===== src/xbar_pkg.sv =====
package xbar_pkg;

  // Message payload width
  localparam int MSG_WIDTH = 32;

  // Lane counts on each side of the crossbar
  localparam int N_INPUTS = 4;
  localparam int N_OUTPUTS = 4;

  // Select widths derived from the lane counts
  localparam int IN_SEL_WIDTH = $clog2(N_INPUTS);
  localparam int OUT_SEL_WIDTH = $clog2(N_OUTPUTS);

  // Total width of one route word
  localparam int ROUTE_WIDTH = IN_SEL_WIDTH + OUT_SEL_WIDTH;

  // Depth of each per-lane input queue
  localparam int QUEUE_DEPTH = 2;

  // Input select sits above the output select
  typedef struct packed {
    logic [IN_SEL_WIDTH-1:0]  in_sel;
    logic [OUT_SEL_WIDTH-1:0] out_sel;
  } route_t;

endpackage


===== src/input_queue.sv =====
module input_queue (
  input  logic                          clk,
  input  logic                          reset,

  input  logic [xbar_pkg::MSG_WIDTH-1:0] recv_msg,
  input  logic                          recv_val,
  output logic                          recv_rdy,

  output logic [xbar_pkg::MSG_WIDTH-1:0] send_msg,
  output logic                          send_val,
  input  logic                          send_rdy
);

  localparam int PTR_WIDTH = $clog2(xbar_pkg::QUEUE_DEPTH);
  localparam int CNT_WIDTH = $clog2(xbar_pkg::QUEUE_DEPTH + 1);

  logic [xbar_pkg::MSG_WIDTH-1:0] entries [xbar_pkg::QUEUE_DEPTH];

  logic [PTR_WIDTH-1:0] rd_ptr;
  logic [PTR_WIDTH-1:0] wr_ptr;
  logic [CNT_WIDTH-1:0] count;

  logic push;
  logic pop;

  // Ready drops only when every entry holds a message
  assign recv_rdy = (count != CNT_WIDTH'(xbar_pkg::QUEUE_DEPTH));
  assign send_val = (count != '0);
  assign send_msg = entries[rd_ptr];

  assign push = recv_val && recv_rdy;
  assign pop  = send_val && send_rdy;

  // Storage
  always_ff @(posedge clk) begin
    if (push) begin
      entries[wr_ptr] <= recv_msg;
    end
  end

  // Pointers wrap naturally at a power-of-two depth
  always_ff @(posedge clk) begin
    if (reset) begin
      wr_ptr <= '0;
    end else if (push) begin
      wr_ptr <= wr_ptr + 1'b1;
    end
  end

  always_ff @(posedge clk) begin
    if (reset) begin
      rd_ptr <= '0;
    end else if (pop) begin
      rd_ptr <= rd_ptr + 1'b1;
    end
  end

  // Simultaneous push and pop leaves the count alone
  always_ff @(posedge clk) begin
    if (reset) begin
      count <= '0;
    end else if (push && !pop) begin
      count <= count + 1'b1;
    end else if (pop && !push) begin
      count <= count - 1'b1;
    end
  end

  count_in_range: assert property (
    @(posedge clk) disable iff (reset)
    count <= CNT_WIDTH'(xbar_pkg::QUEUE_DEPTH)
  );

endmodule


===== src/route_crossbar.sv =====
module route_crossbar (
  input  logic                           clk,
  input  logic                           reset,

  input  logic [xbar_pkg::MSG_WIDTH-1:0] recv_msg [xbar_pkg::N_INPUTS],
  input  logic                           recv_val [xbar_pkg::N_INPUTS],
  output logic                           recv_rdy [xbar_pkg::N_INPUTS],

  output logic [xbar_pkg::MSG_WIDTH-1:0] send_msg [xbar_pkg::N_OUTPUTS],
  output logic                           send_val [xbar_pkg::N_OUTPUTS],
  input  logic                           send_rdy [xbar_pkg::N_OUTPUTS],

  input  xbar_pkg::route_t               route,
  input  logic                           route_val
);

  xbar_pkg::route_t route_q;

  logic [xbar_pkg::IN_SEL_WIDTH-1:0]  in_sel;
  logic [xbar_pkg::OUT_SEL_WIDTH-1:0] out_sel;

  logic [xbar_pkg::N_OUTPUTS-1:0] send_val_vec;

  // Route takes effect the cycle after its strobe
  always_ff @(posedge clk) begin
    if (reset) begin
      route_q <= '0;
    end else if (route_val) begin
      route_q <= route;
    end
  end

  assign in_sel  = route_q.in_sel;
  assign out_sel = route_q.out_sel;

  // Only the routed output sees the selected head
  always_comb begin
    for (int i = 0; i < xbar_pkg::N_OUTPUTS; i++) begin
      if (out_sel == xbar_pkg::OUT_SEL_WIDTH'(i)) begin
        send_msg[i] = recv_msg[in_sel];
        send_val[i] = recv_val[in_sel];
      end else begin
        send_msg[i] = '0;
        send_val[i] = 1'b0;
      end
    end
  end

  // Unselected inputs stall
  always_comb begin
    for (int i = 0; i < xbar_pkg::N_INPUTS; i++) begin
      if (in_sel == xbar_pkg::IN_SEL_WIDTH'(i)) begin
        recv_rdy[i] = send_rdy[out_sel];
      end else begin
        recv_rdy[i] = 1'b0;
      end
    end
  end

  always_comb begin
    for (int i = 0; i < xbar_pkg::N_OUTPUTS; i++) begin
      send_val_vec[i] = send_val[i];
    end
  end

  // A routed transfer never lands on more than one output
  single_output: assert property (
    @(posedge clk) disable iff (reset)
    $onehot0(send_val_vec)
  );

endmodule


===== src/output_register.sv =====
module output_register (
  input  logic                           clk,
  input  logic                           reset,

  input  logic [xbar_pkg::MSG_WIDTH-1:0] recv_msg,
  input  logic                           recv_val,
  output logic                           recv_rdy,

  output logic [xbar_pkg::MSG_WIDTH-1:0] send_msg,
  output logic                           send_val,
  input  logic                           send_rdy
);

  logic                           full;
  logic [xbar_pkg::MSG_WIDTH-1:0] data;

  logic load;
  logic unload;

  // Ready when empty or draining this cycle
  assign recv_rdy = !full || send_rdy;

  assign load   = recv_val && recv_rdy;
  assign unload = full && send_rdy;

  assign send_val = full;
  assign send_msg = data;

  always_ff @(posedge clk) begin
    if (reset) begin
      full <= 1'b0;
    end else if (load) begin
      full <= 1'b1;
    end else if (unload) begin
      full <= 1'b0;
    end
  end

  always_ff @(posedge clk) begin
    if (load) begin
      data <= recv_msg;
    end
  end

  // Stalled output holds its message
  hold_while_stalled: assert property (
    @(posedge clk) disable iff (reset)
    (send_val && !send_rdy) |=> (send_val && $stable(send_msg))
  );

endmodule


===== src/switch_top.sv =====
module switch_top (
  input  logic                           clk,
  input  logic                           reset,

  input  logic [xbar_pkg::MSG_WIDTH-1:0] in_msg [xbar_pkg::N_INPUTS],
  input  logic                           in_val [xbar_pkg::N_INPUTS],
  output logic                           in_rdy [xbar_pkg::N_INPUTS],

  output logic [xbar_pkg::MSG_WIDTH-1:0] out_msg [xbar_pkg::N_OUTPUTS],
  output logic                           out_val [xbar_pkg::N_OUTPUTS],
  input  logic                           out_rdy [xbar_pkg::N_OUTPUTS],

  input  xbar_pkg::route_t               route,
  input  logic                           route_val
);

  // Queue heads toward the crossbar
  logic [xbar_pkg::MSG_WIDTH-1:0] q_msg [xbar_pkg::N_INPUTS];
  logic                           q_val [xbar_pkg::N_INPUTS];
  logic                           q_rdy [xbar_pkg::N_INPUTS];

  // Crossbar outputs toward the output registers
  logic [xbar_pkg::MSG_WIDTH-1:0] x_msg [xbar_pkg::N_OUTPUTS];
  logic                           x_val [xbar_pkg::N_OUTPUTS];
  logic                           x_rdy [xbar_pkg::N_OUTPUTS];

  for (genvar i = 0; i < xbar_pkg::N_INPUTS; i++) begin : g_in
    input_queue queue_i (
      .clk      (clk),
      .reset    (reset),
      .recv_msg (in_msg[i]),
      .recv_val (in_val[i]),
      .recv_rdy (in_rdy[i]),
      .send_msg (q_msg[i]),
      .send_val (q_val[i]),
      .send_rdy (q_rdy[i])
    );
  end

  route_crossbar xbar_i (
    .clk       (clk),
    .reset     (reset),
    .recv_msg  (q_msg),
    .recv_val  (q_val),
    .recv_rdy  (q_rdy),
    .send_msg  (x_msg),
    .send_val  (x_val),
    .send_rdy  (x_rdy),
    .route     (route),
    .route_val (route_val)
  );

  for (genvar i = 0; i < xbar_pkg::N_OUTPUTS; i++) begin : g_out
    output_register oreg_i (
      .clk      (clk),
      .reset    (reset),
      .recv_msg (x_msg[i]),
      .recv_val (x_val[i]),
      .recv_rdy (x_rdy[i]),
      .send_msg (out_msg[i]),
      .send_val (out_val[i]),
      .send_rdy (out_rdy[i])
    );
  end

endmodule


===== config.mk =====
export PLATFORM = sky130hd
export DESIGN_NAME = switch_top
export DESIGN_NICKNAME = d
export VERILOG_FILES = /design/src/xbar_pkg.sv /design/src/input_queue.sv /design/src/route_crossbar.sv /design/src/output_register.sv /design/src/switch_top.sv
export SDC_FILE = /design/constraint.sdc
export NUM_CORES = 1
export LEC_CHECK = 0
export ABC_AREA = 1
export BUFFER_PORTS_ARGS = -buffer_cell sky130_fd_sc_hd__buf_2
export CAP_MARGIN = 20
export CORE_ASPECT_RATIO = 0.5
export CORE_MARGIN = 5
export CORE_UTILIZATION = 58
export CTS_CLUSTER_SIZE = 24
export DETAILED_ROUTE_END_ITERATION = 7
export HOLD_SLACK_MARGIN = 0.02
export MAX_ROUTING_LAYER = met4
export PLACE_DENSITY = 0.82
export SYNTH_ARGS = -nofsm -noshare
export SYNTH_HDL_FRONTEND = slang
export SYNTH_SLANG_ARGS = --single-unit

===== constraint.sdc =====
create_clock -name clk -period 6.5 [get_ports clk]
set_input_delay 0.975 -clock clk [delete_from_list [all_inputs] [get_ports clk]]
set_output_delay 0.975 -clock clk [all_outputs]
set_load 0.01 [all_outputs]

### Yosys cells after proc, flatten, opt, wreduce, memory -nomap -nowiden

Memory sizes are Yosys's and may differ from the RTL's. A register that Yosys moved wholly into a read port is not among the register bits.
Cells that the tools add are included.
W data, S select, Z words.

* register bits after elaboration: 152
* memories kept: 4
* memory bits (read-only): 0
* bits in latches: 0
* input port bits: 143
* output and inout bits: 136
* memory bits (writable): 256

Memories
* g_in[0].queue_i.entries: words 2, bits a word 32, rd ports 1, clocked after memory_dff 1, wr ports 1, line input_queue.sv:17 `logic [xbar_pkg::MSG_WIDTH-1:0] entries [xbar_pkg::QUEUE_DEPTH];`
* g_in[1].queue_i.entries: words 2, bits a word 32, rd ports 1, clocked after memory_dff 1, wr ports 1, line input_queue.sv:17
* g_in[2].queue_i.entries: words 2, bits a word 32, rd ports 1, clocked after memory_dff 1, wr ports 1, line input_queue.sv:17
* g_in[3].queue_i.entries: words 2, bits a word 32, rd ports 1, clocked after memory_dff 1, wr ports 1, line input_queue.sv:17

* equality and inequality tests: 10
* div/mod/pow operators: 0
* shift-type cells: 0
* order comparisons: 2
* bitwise operators: 2
* mux-type cells: 49
* reductions and logical operators: 54
* $mul: 0
* $add $sub $neg: 16

Operators with widths (number)
* $bmux W32 S2: 1
* $mux W32: 2
* $mux W1: 36
* $logic_and A1 B1 Y1: 24
* $reduce_bool A2 Y1: 12
* $mux W2: 8
* $logic_not A1 Y1: 12
* $add A1 B1 Y1 const B: 8
* $add A2 B1 Y2 const B: 4
* $eq A2 B2 Y1 const B: 4
* $ne A2 B2 Y1 const B: 4
* $sub A2 B1 Y2 const B: 4
* $ge A3 B3 Y1 const B: 2
* $not A2 Y3: 2
* $bmux W1 S2: 2
* $eq A2 B1 Y1 const B: 2
* $logic_not A2 Y1: 2
* $logic_or A1 B1 Y1: 4

### Logic depth before layout (Yosys ltp)

Gate-level depths: netlist of run 1.

* depth after elaboration: 10
* mapped depth: 11

### Cells and area by module

A second synthesis of run 1 with hierarchy kept.

* cell total of the unflattened synthesis: 1138
* area, all modules: 16871.2 µm²

Modules (own cells, without submodules)
* input_queue: cells an instance 137, seq. area each 2021.9 µm², area an instance 2705.1 µm², times used 4
* output_register: cells an instance 38, seq. area each 980.9 µm², area an instance 1008.5 µm², times used 4
* route_crossbar: cells an instance 438, seq. area each 80.1 µm², area an instance 2016.9 µm², times used 1

### Worst setup path after synthesis of run 1

OpenSTA, ideal clock, no wires.

* path kind: input to register
* start: input in_val[3] (netlist bit)
* end: memory g_in[0].queue_i.entries[1][0] (netlist bit), enable pin
* buffers on the path: 0
* setup slack: 3.642 ns
* data arrival time: 2.436 ns
* setup time: 0.423 ns
* cell stages on the path: 2
* cells stage by stage: nand2_1 nor2_1

* cells in the longest elaborated chain, start to end: 3

RTL lines
* from (decl): line switch_top.sv:6 `input logic in_val [xbar_pkg::N_INPUTS],`
* $logic_and A1 B1 Y1: line input_queue.sv:31 `assign push = recv_val && recv_rdy;`
* $mux W1: line input_queue.sv:36 `if (push) begin`
* $mux W1 (not written as such): line input_queue.sv:37 `entries[wr_ptr] <= recv_msg;`
* to (decl): line input_queue.sv:17

No other way between the ends.

### Worst setup path after layout of run 1

* start: register xbar_i.route_q (netlist bit xbar_i.in_sel[1])
* end: register g_out[1].oreg_i.data (netlist bit g_out[1].oreg_i.send_msg[12]), enable pin

* cells in the longest elaborated chain, start to end: 6

RTL lines
* from (decl): line route_crossbar.sv:17 `xbar_pkg::route_t route_q;`
* from (signal assigned): line route_crossbar.sv:29 `route_q <= route;`
* $not A2 Y3 (not written as such): line route_crossbar.sv:41 `send_val[i] = recv_val[in_sel];`
* $bmux W1 S2: line route_crossbar.sv:41
* $mux W1 (not written as such) (2 in a row): line route_crossbar.sv:41
* $mux W1: line route_crossbar.sv:39 `if (out_sel == xbar_pkg::OUT_SEL_WIDTH'(i)) begin`
* $logic_and A1 B1 Y1: line output_register.sv:23 `assign load = recv_val && recv_rdy;`
* named net g_out[1].oreg_i.load: line output_register.sv:17 `logic load;`
* to (signal assigned): line output_register.sv:41 `data <= recv_msg;`
* to (decl): line output_register.sv:15 `logic [xbar_pkg::MSG_WIDTH-1:0] data;`

The timed path passes the listed nets, and every way through them passes these cells. The select of a mux whose other input is x is not followed.
A chain may end at the register's enable or synchronous reset.

==> impl_metrics.ini, run 1 <==
[sta]
slew_violations = 0
max_slew_margin_pct = 28.8
tightestPinTransition_ns = 1.07
layout_min_cycle_time_ns = 3.00
setup_tns_ns = 0
rsz0062_at_grt = no
fmaxAchievable_mhz = 333
holdWs_ns = 0.493
setup_viol = 0
finalCritPeriodShare_pct = 46.1
finalHoldViolCount = 0
skew_ns = 0.0203

[synthesis]
syn_nets = 1377
synth_top_area_share_pct = 73.4
synth_edf_count = 384
yosys.area.top_type = edfxtp_1
synth_compound_area_share_pct = 7.84
synth.distinct_cells = 21
synthAdderAreaFrac_pct = 0.319
yosysWarnings = 0
synth-seq-cells = 412
synth_top_family_by_area = simple AND/OR/NAND/NOR gates
yosysMostFrequentCell = edfxtp_1
ys_seq_area_share_pct = 77.0
async_flop_share_pct = 0
syn_area_per_cell_um2 = 12.8
synthTopCellsByArea = edfxtp_1 73%, nor2_1 6.6%, dfxtp_1 3.6%
ys_top_cells_by_count = 384 x edfxtp_1, 278 x nor2_1, 105 x inv_1
netlist_instances = 1230
ys.flop_type = edfxtp_1
yosys.area_share.simple_pct = 10.5
synthXorXnorAreaFrac_pct = 0.0557
synth.area.mux_share_pct = 0
syn_area_mm2 = 0.0157

[final_layout]
drive_above_1_share_pct = 25.0
instances_no_fill = 1891
area_delta_synth_final_pct = 18.8
final_area_mm2 = 0.0187
final_nets = 1648

[route]
wl_per_cell_um = 22.0
ant_nets = 0
wl_um = 41700
vias_per_cell = 5.69
initialDrtViolationCount = 1436
dr.pass1.iters = 7
remaining_drc_errors = 0
routed-via-count = 10800

[setup_path]
crit_arrival_ns = 3.12
path_cells = nand2_2 > inv_1 > nand2_1 > nand3_1 > nor2_2 > nand2_1 > nor2_4
worstSetupStartpoint = xbar_i.in_sel[1]
cp-start-kind = flop
cp_data_required_time_ns = 6.62
crit_slowest_cell = nor2_4
crit_top_cell = nand2_1
worstSetupEndpointType = flop
crit_type = flop to flop
r2r_start = xbar_i.in_sel[1]
cp_max_fo = 34
slowest_delay_ns = 0.81

[place]
numPortBuffers = 278
placed_area_mm2 = 0.0175
dp.cells = 1813
place_hpwl_um = 28300
gp_congestion = 0.909

[outcome]
outcome = complete, no violations

[die]
start_util_pct = 59.2
die_x_um = 243
io_pins = 279
num_rows = 42
dieArea_mm2 = 0.0307
coreArea_mm2 = 0.0265
die_h_um = 126

[clock_network]
cts_resized = 0
root_buffer = clkbuf_16
cts.sinks = 412
hold_buffers = 0
cts.htree.levels = 2
clockBufferDepth = 3
cts_buffers = 36
path_clk_slew_ns = 0.07
post-cts-setup-buffer-count = 0
cts_tree = built
clock_latency_ns = 0.52

[power_and_ir_drop]
ir_drop_mv = 0.160
fin_total_pwr_uw = 6370
powerDensity_mw_per_mm2 = 342
p_leak_uw = 0.00726

[grt]
grt_usage_pct = 27.0
use_met1_pct = 36.2
use_met2_pct = 42.4
overflow = 0
grt.busiest_layer = met2
antenna_found_initial = 13
grt_pass1_wl_um = 61300
grt_pass1_vias = 10400
grt_start_max_net_pins = 65
globalRouteMet3Util_pct = 6.49

[job]
maxCapViolCount = 0

[hold_path]
hp-start = g_in[3].queue_i.count[1]
min_path_type = flop to flop
==> worst paths after layout <==
kind	to	slack [ns]	depth (start not counted)
worst max-delay path	g_out[1].oreg_i.send_msg[12]	3.50	7
worst min-delay path	g_in[3].queue_i.count[1]	0.49	2
worst min register to register	g_in[3].queue_i.count[1]	0.49	2
worst max register to register	g_out[1].oreg_i.send_msg[12]	3.50	7
==> registers in the layout, summed over array words and instances (netlist names), named ones only <==
signal	count
g_out.oreg_i.send_msg	128
g_in.queue_i.rd_ptr	4
g_in.queue_i.entries	256
xbar_i.in_sel	2
g_out.oreg_i.send_val	4
g_in.queue_i.count	8
xbar_i.out_sel	2
g_in.queue_i.wr_ptr	4
==> worst max-delay path, delay by kind of cell (launching register included) <==
| family | cells | cell delay, ns |
|---|---|---|
| buf+inv | 1 | 0.10 |
| simple gates | 6 | 2.07 |
| flops | 1 | 0.41 |
==> logic make-up (layout without fill, tap and decap cells) <==
group,after synthesis,count (layout)
adder cells (fa/ha/maj),4,4
flip-flops,412,412
other,0,13
XOR/XNOR,1,1
AO/OA/AOI/OAI,230,230
buffers and inverters,167,463
AND/OR/NAND/NOR,416,416
==> cell type report <==
class / count / area [um2]
clock inverters: 19 / 136
clock buffers: 44 / 962
repair buffers: 294 / 1610
well taps: 352 / 440
flip-flops and latches: 412 / 12100
fillers: 1679 / 7880
diodes: 13 / 32.5
multi-input cells: 651 / 2990
inverters: 106 / 398
==> stage by stage <==
| step | setup slack [ns] | util (%) |
|---|---|---|
| global route | 3.28 | 70.3 |
| finish | 3.50 | 70.3 |
| detailed placement | 3.58 | 65.9 |
| floorplan | 3.64 | - |
| global placement | 3.46 | 65.5 |
| CTS | 3.54 | 70.0 |
==> where the power goes <==
part	internal [uW]	leakage, uW	switching (uW)
clock	1130	0.000542	918
combinational	262	0.00289	718
sequential	3240	0.00383	103
==> per-layer routing <==
metal | vias to the layer above | routed length, um
met2 | 659 | 19900
met3 | 94 | 4420
met4 | 0 | 1250
met5 | - | 0
met1 | 5212 | 16100
li1 | 4797 | -
==> placed cells by master (no fill, tap or decap), types with 2 or more instances in the layout <==
cell,instances
edfxtp_1,384
buf_2,278
nor2_1,266
inv_1,105
nand2_1,101
o21ai_0,80
o21ai_1,67
a21oi_1,51
clkbuf_16,37
o211ai_1,32
nor2_2,29
dfxtp_1,26
diode_2,13
clkinv_1,10
nand3_1,9
buf_4,9
nor2_4,6
clkbuf_1,6
clkinv_2,6
ha_1,4
nor3_1,3
buf_8,3
buf_16,3
nand2_2,2
dfxtp_2,2
bufinv_16,2
Power figures use the tool's default switching activity.
==> run 2: changes to the inputs <==
Settings changed: ABC_AREA 1 to 0, CORE_UTILIZATION 58 to 50, PLACE_DENSITY 0.82 to 0.76.
Clock period 6.5 ns to 2.68 ns, I/O delays scaled along.
==> impl_metrics.ini, run 2 <==
[final_layout]
layout_common_cells = 384 x edfxtp_1, 278 x buf_2, 175 x nor2_1
largest_reg_flops = 256
area_delta_synth_final_pct = 20.7
final_nets = 1380
drive_above_1_share_pct = 29.8
top_register = g_in.queue_i.entries
final_common_cell = edfxtp_1

[synthesis]
syn_area_per_cell_um2 = 16.3
synth_top_family_by_area = multiplexers
ys_seq_area_share_pct = 78.4
ys_top_cells_by_count = 384 x edfxtp_1, 179 x nor2_1, 132 x mux2i_1
yosys.area.top_type = edfxtp_1
syn_area_mm2 = 0.0154
synth.area.mux_share_pct = 8.86
synth-seq-cells = 412
synth_top_area_share_pct = 74.8
synthXorXnorAreaFrac_pct = 0.682
ys.flop_type = edfxtp_1
synthTopCellsByArea = edfxtp_1 75%, mux2i_1 8.6%, nor2_1 4.4%
synth_edf_count = 384
netlist_instances = 948
synth.distinct_cells = 31
syn_nets = 1095
async_flop_share_pct = 0
synthAdderAreaFrac_pct = 0.325
yosysWarnings = 0
synth_compound_area_share_pct = 3.28
yosys.area_share.simple_pct = 6.64
yosysMostFrequentCell = edfxtp_1

[setup_path]
cp-start-kind = flop
path_cells = and4b_1 > or4_1 > or2_2 > ha_1 > or3_1 > a21oi_1
path_buf_inv = 0
crit_type = flop to flop
slowest_delay_ns = 0.64
crit_arrival_ns = 2.93
worstSetupEndpointType = flop
cp_max_fo = 5
crit_family = simple AND/OR/NAND/NOR gates
cp_data_required_time_ns = 3.12
crit_slowest_cell = or4_1

[die]
die_h_um = 134
io_pins = 279
dieArea_mm2 = 0.0347
die_x_um = 258
coreArea_mm2 = 0.0303
start_util_pct = 50.8
num_rows = 45

[route]
initialDrtViolationCount = 731
wl_um = 38600
wl_met2_um = 19200
vias_per_cell = 5.49
ant_nets = 0
routed-via-count = 9177
dr.pass1.iters = 6
remaining_drc_errors = 0
wl_per_cell_um = 23.1
wl_met3_um = 3140
top_layer_used = met4
met1_length_um = 15500

[power_and_ir_drop]
p_sw_uw = 4280
powerDensity_mw_per_mm2 = 882
p_leak_uw = 0.00664
clock_power_share_pct = 33.1
p_seq_share_pct = 50.8
ir_drop_mv = 0.403
power_frac_comb_pct = 16.1
p_int_uw = 12100
sw_frac_of_total_pct = 26.1

[clock_network]
post-cts-setup-buffer-count = 0
hold_buffers = 0
cts.sinks = 412
cts_resized = 0
clock_latency_ns = 0.53
cts_buffers = 37
root_buffer = clkbuf_16
path_clk_slew_ns = 0.06
clockBufferDepth = 3
cts.htree.levels = 2
cts_tree = built

[sta]
finalCritPeriodShare_pct = 92.6
max_slew_margin_pct = 36.8
skew_ns = 0.0199
layout_min_cycle_time_ns = 2.48
rsz0062_at_grt = no
setup_tns_ns = 0
finalHoldViolCount = 0
setup_slack_ns = 0.199
tightestPinTransition_ns = 0.945
slew_violations = 0
setup_viol = 0
fmaxAchievable_mhz = 403

[place]
gp_congestion = 0.912
post-place-ws_ns = 0.0983
place_hpwl_um = 26300
numPortBuffers = 278

[grt]
grt_start_max_net_pins = 33
grt_pass1_vias = 9265
grt_pass1_wl_um = 56700
grt_usage_pct = 22.3
overflow = 0
antenna_found_initial = 12

[job]
maxCapViolCount = 0

[outcome]
outcome = complete, no violations

[hold_path]
min_path_type = input pin to flop
## run 2: area by class of cell
cell class                 instances  area (um2)
sequential                       412       12100
tap                              399         499
multi-input combinational        472        3080
fill                            2194       11700
clock inverter                    21         253
clock buffer                      46         981
inverter                           4        15.0
antenna                           13        32.5
timing repair buffer             306        1650
## run 2: power by group through the flow
stage               Sequential (uW)  Clock [uW]  Combinational (uW)
finish                         8330        5430                2650
global route                   8400        5790                2860
CTS                            8340        5500                2650
detailed placement             8470           0                2640
global placement               8420           0                2550
floorplan                      8500           0                1470
## run 2: final timing paths
check                                   end  cells after the start                startpoint  slack, ns
min          g_in[3].queue_i.entries[0][24]                      1                in_msg[24]       0.05
max                g_in[2].queue_i.count[1]                      6         xbar_i.out_sel[1]       0.20
min reg2reg        g_in[3].queue_i.count[1]                      2  g_in[3].queue_i.count[1]       0.50
max reg2reg        g_in[2].queue_i.count[1]                      6         xbar_i.out_sel[1]       0.20
## run 2: through the flow
step / area [um2] / util, % / cells / total power [uW] / hold WS, ns
after floorplan: 15400 / - / 948 / 9970 / 0.467
after global placement: 17300 / 57.2 / 1593 / 11000 / 0.480
after detailed placement: 17300 / 57.2 / 1593 / 11100 / 0.495
after CTS: 18600 / 61.2 / 1660 / 16500 / 0.0340
after global routing: 18600 / 61.3 / 1673 / 17100 / 0.0310
final: 18600 / 61.3 / 1673 / 16400 / 0.0539
## run 2: per-layer routing
layer	vias to the layer above	track usage (%)
li1	4147	-
met1	4618	29.6
met2	361	35.3
met3	51	5.66
met4	0	5.78
met5	-	-
## run 2: cells by family after synthesis
kind of cell             Yosys count
buffers and inverters             64
multiplexers                     135
flip-flops                       412
AND/OR/NAND/NOR                  236
adder cells (fa/ha/maj)            4
AO/OA/AOI/OAI                     85
XOR/XNOR                          12
==> run 3: changes to the inputs <==
Settings changed: PLACE_DENSITY 0.76 to 0.85.
==> impl_metrics.ini, run 3 (synthesis results as in run 2) <==
[outcome]
outcome = complete, no violations

[route]
ant_nets = 0
dr.pass1.iters = 5
wl_per_cell_um = 24.3
remaining_drc_errors = 0
initialDrtViolationCount = 1090
routed-via-count = 9380
vias_per_cell = 5.61
wl_um = 40500

[setup_path]
crit_family = simple AND/OR/NAND/NOR gates
path_cells = and4b_1 > or4_4 > or2_2 > ha_1 > xor2_1 > or3_1 > a21oi_1
crit_slowest_cell = or4_4
cp-start-kind = flop
crit_type = flop to flop
crit_arrival_ns = 3.02
cp_data_required_time_ns = 3.13
cp_max_fo = 13
path_buf_inv = 0
worstSetupEndpointType = flop
slowest_delay_ns = 0.59

[die]
coreArea_mm2 = 0.0303
dieArea_mm2 = 0.0347
die_h_um = 134
io_pins = 279
num_rows = 45
start_util_pct = 50.8
die_x_um = 258

[sta]
layout_min_cycle_time_ns = 2.57
tightestPinTransition_ns = 1.04
setup_tns_ns = 0
skew_ns = 0.0290
setup_viol = 0
slew_violations = 0
rsz0062_at_grt = no
holdWs_ns = 0.0406
finalCritPeriodShare_pct = 95.9
finalHoldViolCount = 0
fmaxAchievable_mhz = 389
max_slew_margin_pct = 30.6

[clock_network]
cts_buffers = 36
hold_buffers = 0
cts.sinks = 412
cts_tree = built
clock_latency_ns = 0.55
post-cts-setup-buffer-count = 0
path_clk_slew_ns = 0.06
cts.htree.levels = 2
root_buffer = clkbuf_16
clockBufferDepth = 3

[grt]
grt.busiest_layer = met2
antenna_found_initial = 19
grt_start_max_net_pins = 33
globalRouteMet3Util_pct = 5.64
use_met2_pct = 37.5
grt_pass1_vias = 9495
grt_pass1_wl_um = 58400
use_met1_pct = 28.6
grt_usage_pct = 23.3
overflow = 0

[final_layout]
utilization_pct = 61.2
layout_common_cells = 384 x edfxtp_1, 278 x buf_2, 175 x nor2_1
top_register = g_in.queue_i.entries
largest_reg_flops = 256
area_delta_synth_final_pct = 20.4
instances_no_fill = 1672
num-fill-cells = 2092
final_nets = 1375
drive_above_1_share_pct = 29.8
final_common_cell = edfxtp_1
final_area_mm2 = 0.0186

[power_and_ir_drop]
power_frac_comb_pct = 16.4
p_seq_share_pct = 51.1
p_int_uw = 12000
p_sw_uw = 4380
sw_frac_of_total_pct = 26.8
powerDensity_mw_per_mm2 = 881
p_leak_uw = 0.00661
clock_power_share_pct = 32.5
ir_drop_mv = 0.546

[hold_path]
min_path_type = input pin to flop

[place]
placed_area_mm2 = 0.0173
place_hpwl_um = 27500
numPortBuffers = 278
gp_congestion = 0.948
dp.cells = 1589

[job]
maxCapViolCount = 0
[run 3: changes by cell type in the layout (fill, tap and decap cells not counted), moves of 2 or more]
cell,previous run,this run
bufinv_16,6,4
clkbuf_1,8,11
buf_4,24,20
clkinv_1,11,5
inv_16,0,2
clkbuf_8,0,2
diode_2,13,19
[run 3: per-stage QoR]
step	power (uW)	setup slack (ns)
6_report	16400	0.110
5_1_grt	16900	0.00633
4_1_cts	16400	0.0212
3_5_place_dp	11100	0.0335
3_3_place_gp	10900	0.107
2_1_floorplan	9970	0.298
[run 3: worst paths after layout]
check	startpoint	to	slack, ns	cells after the start
max	xbar_i.out_sel[0]	g_in[2].queue_i.count[1]	0.11	7
min	in_msg[3]	g_in[3].queue_i.entries[0][3]	0.04	1
max reg2reg	xbar_i.out_sel[0]	g_in[2].queue_i.count[1]	0.11	7
min reg2reg	g_in[1].queue_i.count[1]	g_in[1].queue_i.count[1]	0.51	2
[run 3: power by group through the flow]
stage | Combinational (uW) | Sequential, uW | Clock [uW]
6_report | 2680 | 8360 | 5310
3_5_place_dp | 2620 | 8490 | 0
5_1_grt | 2860 | 8430 | 5640
4_1_cts | 2650 | 8360 | 5350
2_1_floorplan | 1470 | 8500 | 0
3_3_place_gp | 2520 | 8430 | 0
[run 3: final cells by class]
type	count	area, um2	area share (%)
inverters	4	15.0	0.0809
clock inverters	14	198	1.06
repair buffers	302	1620	8.73
diodes	19	47.5	0.256
well taps	399	499	2.69
multi-input cells	472	3090	16.7
flip-flops and latches	412	12100	65.2
clock buffers	50	995	5.36
[run 3: layer usage]
layer  vias up  routed length, um
met1      4650              14600
met4         0               1440
li1       4125                  -
met2       513              20600
met5         -                  0
met3        92               3890
[run 3: timing repair]
action                                 in CTS  in global routing
resized for setup                           0                  2
setup endpoints to repair                   0                  2
endpoints found under the hold margin       0                  0
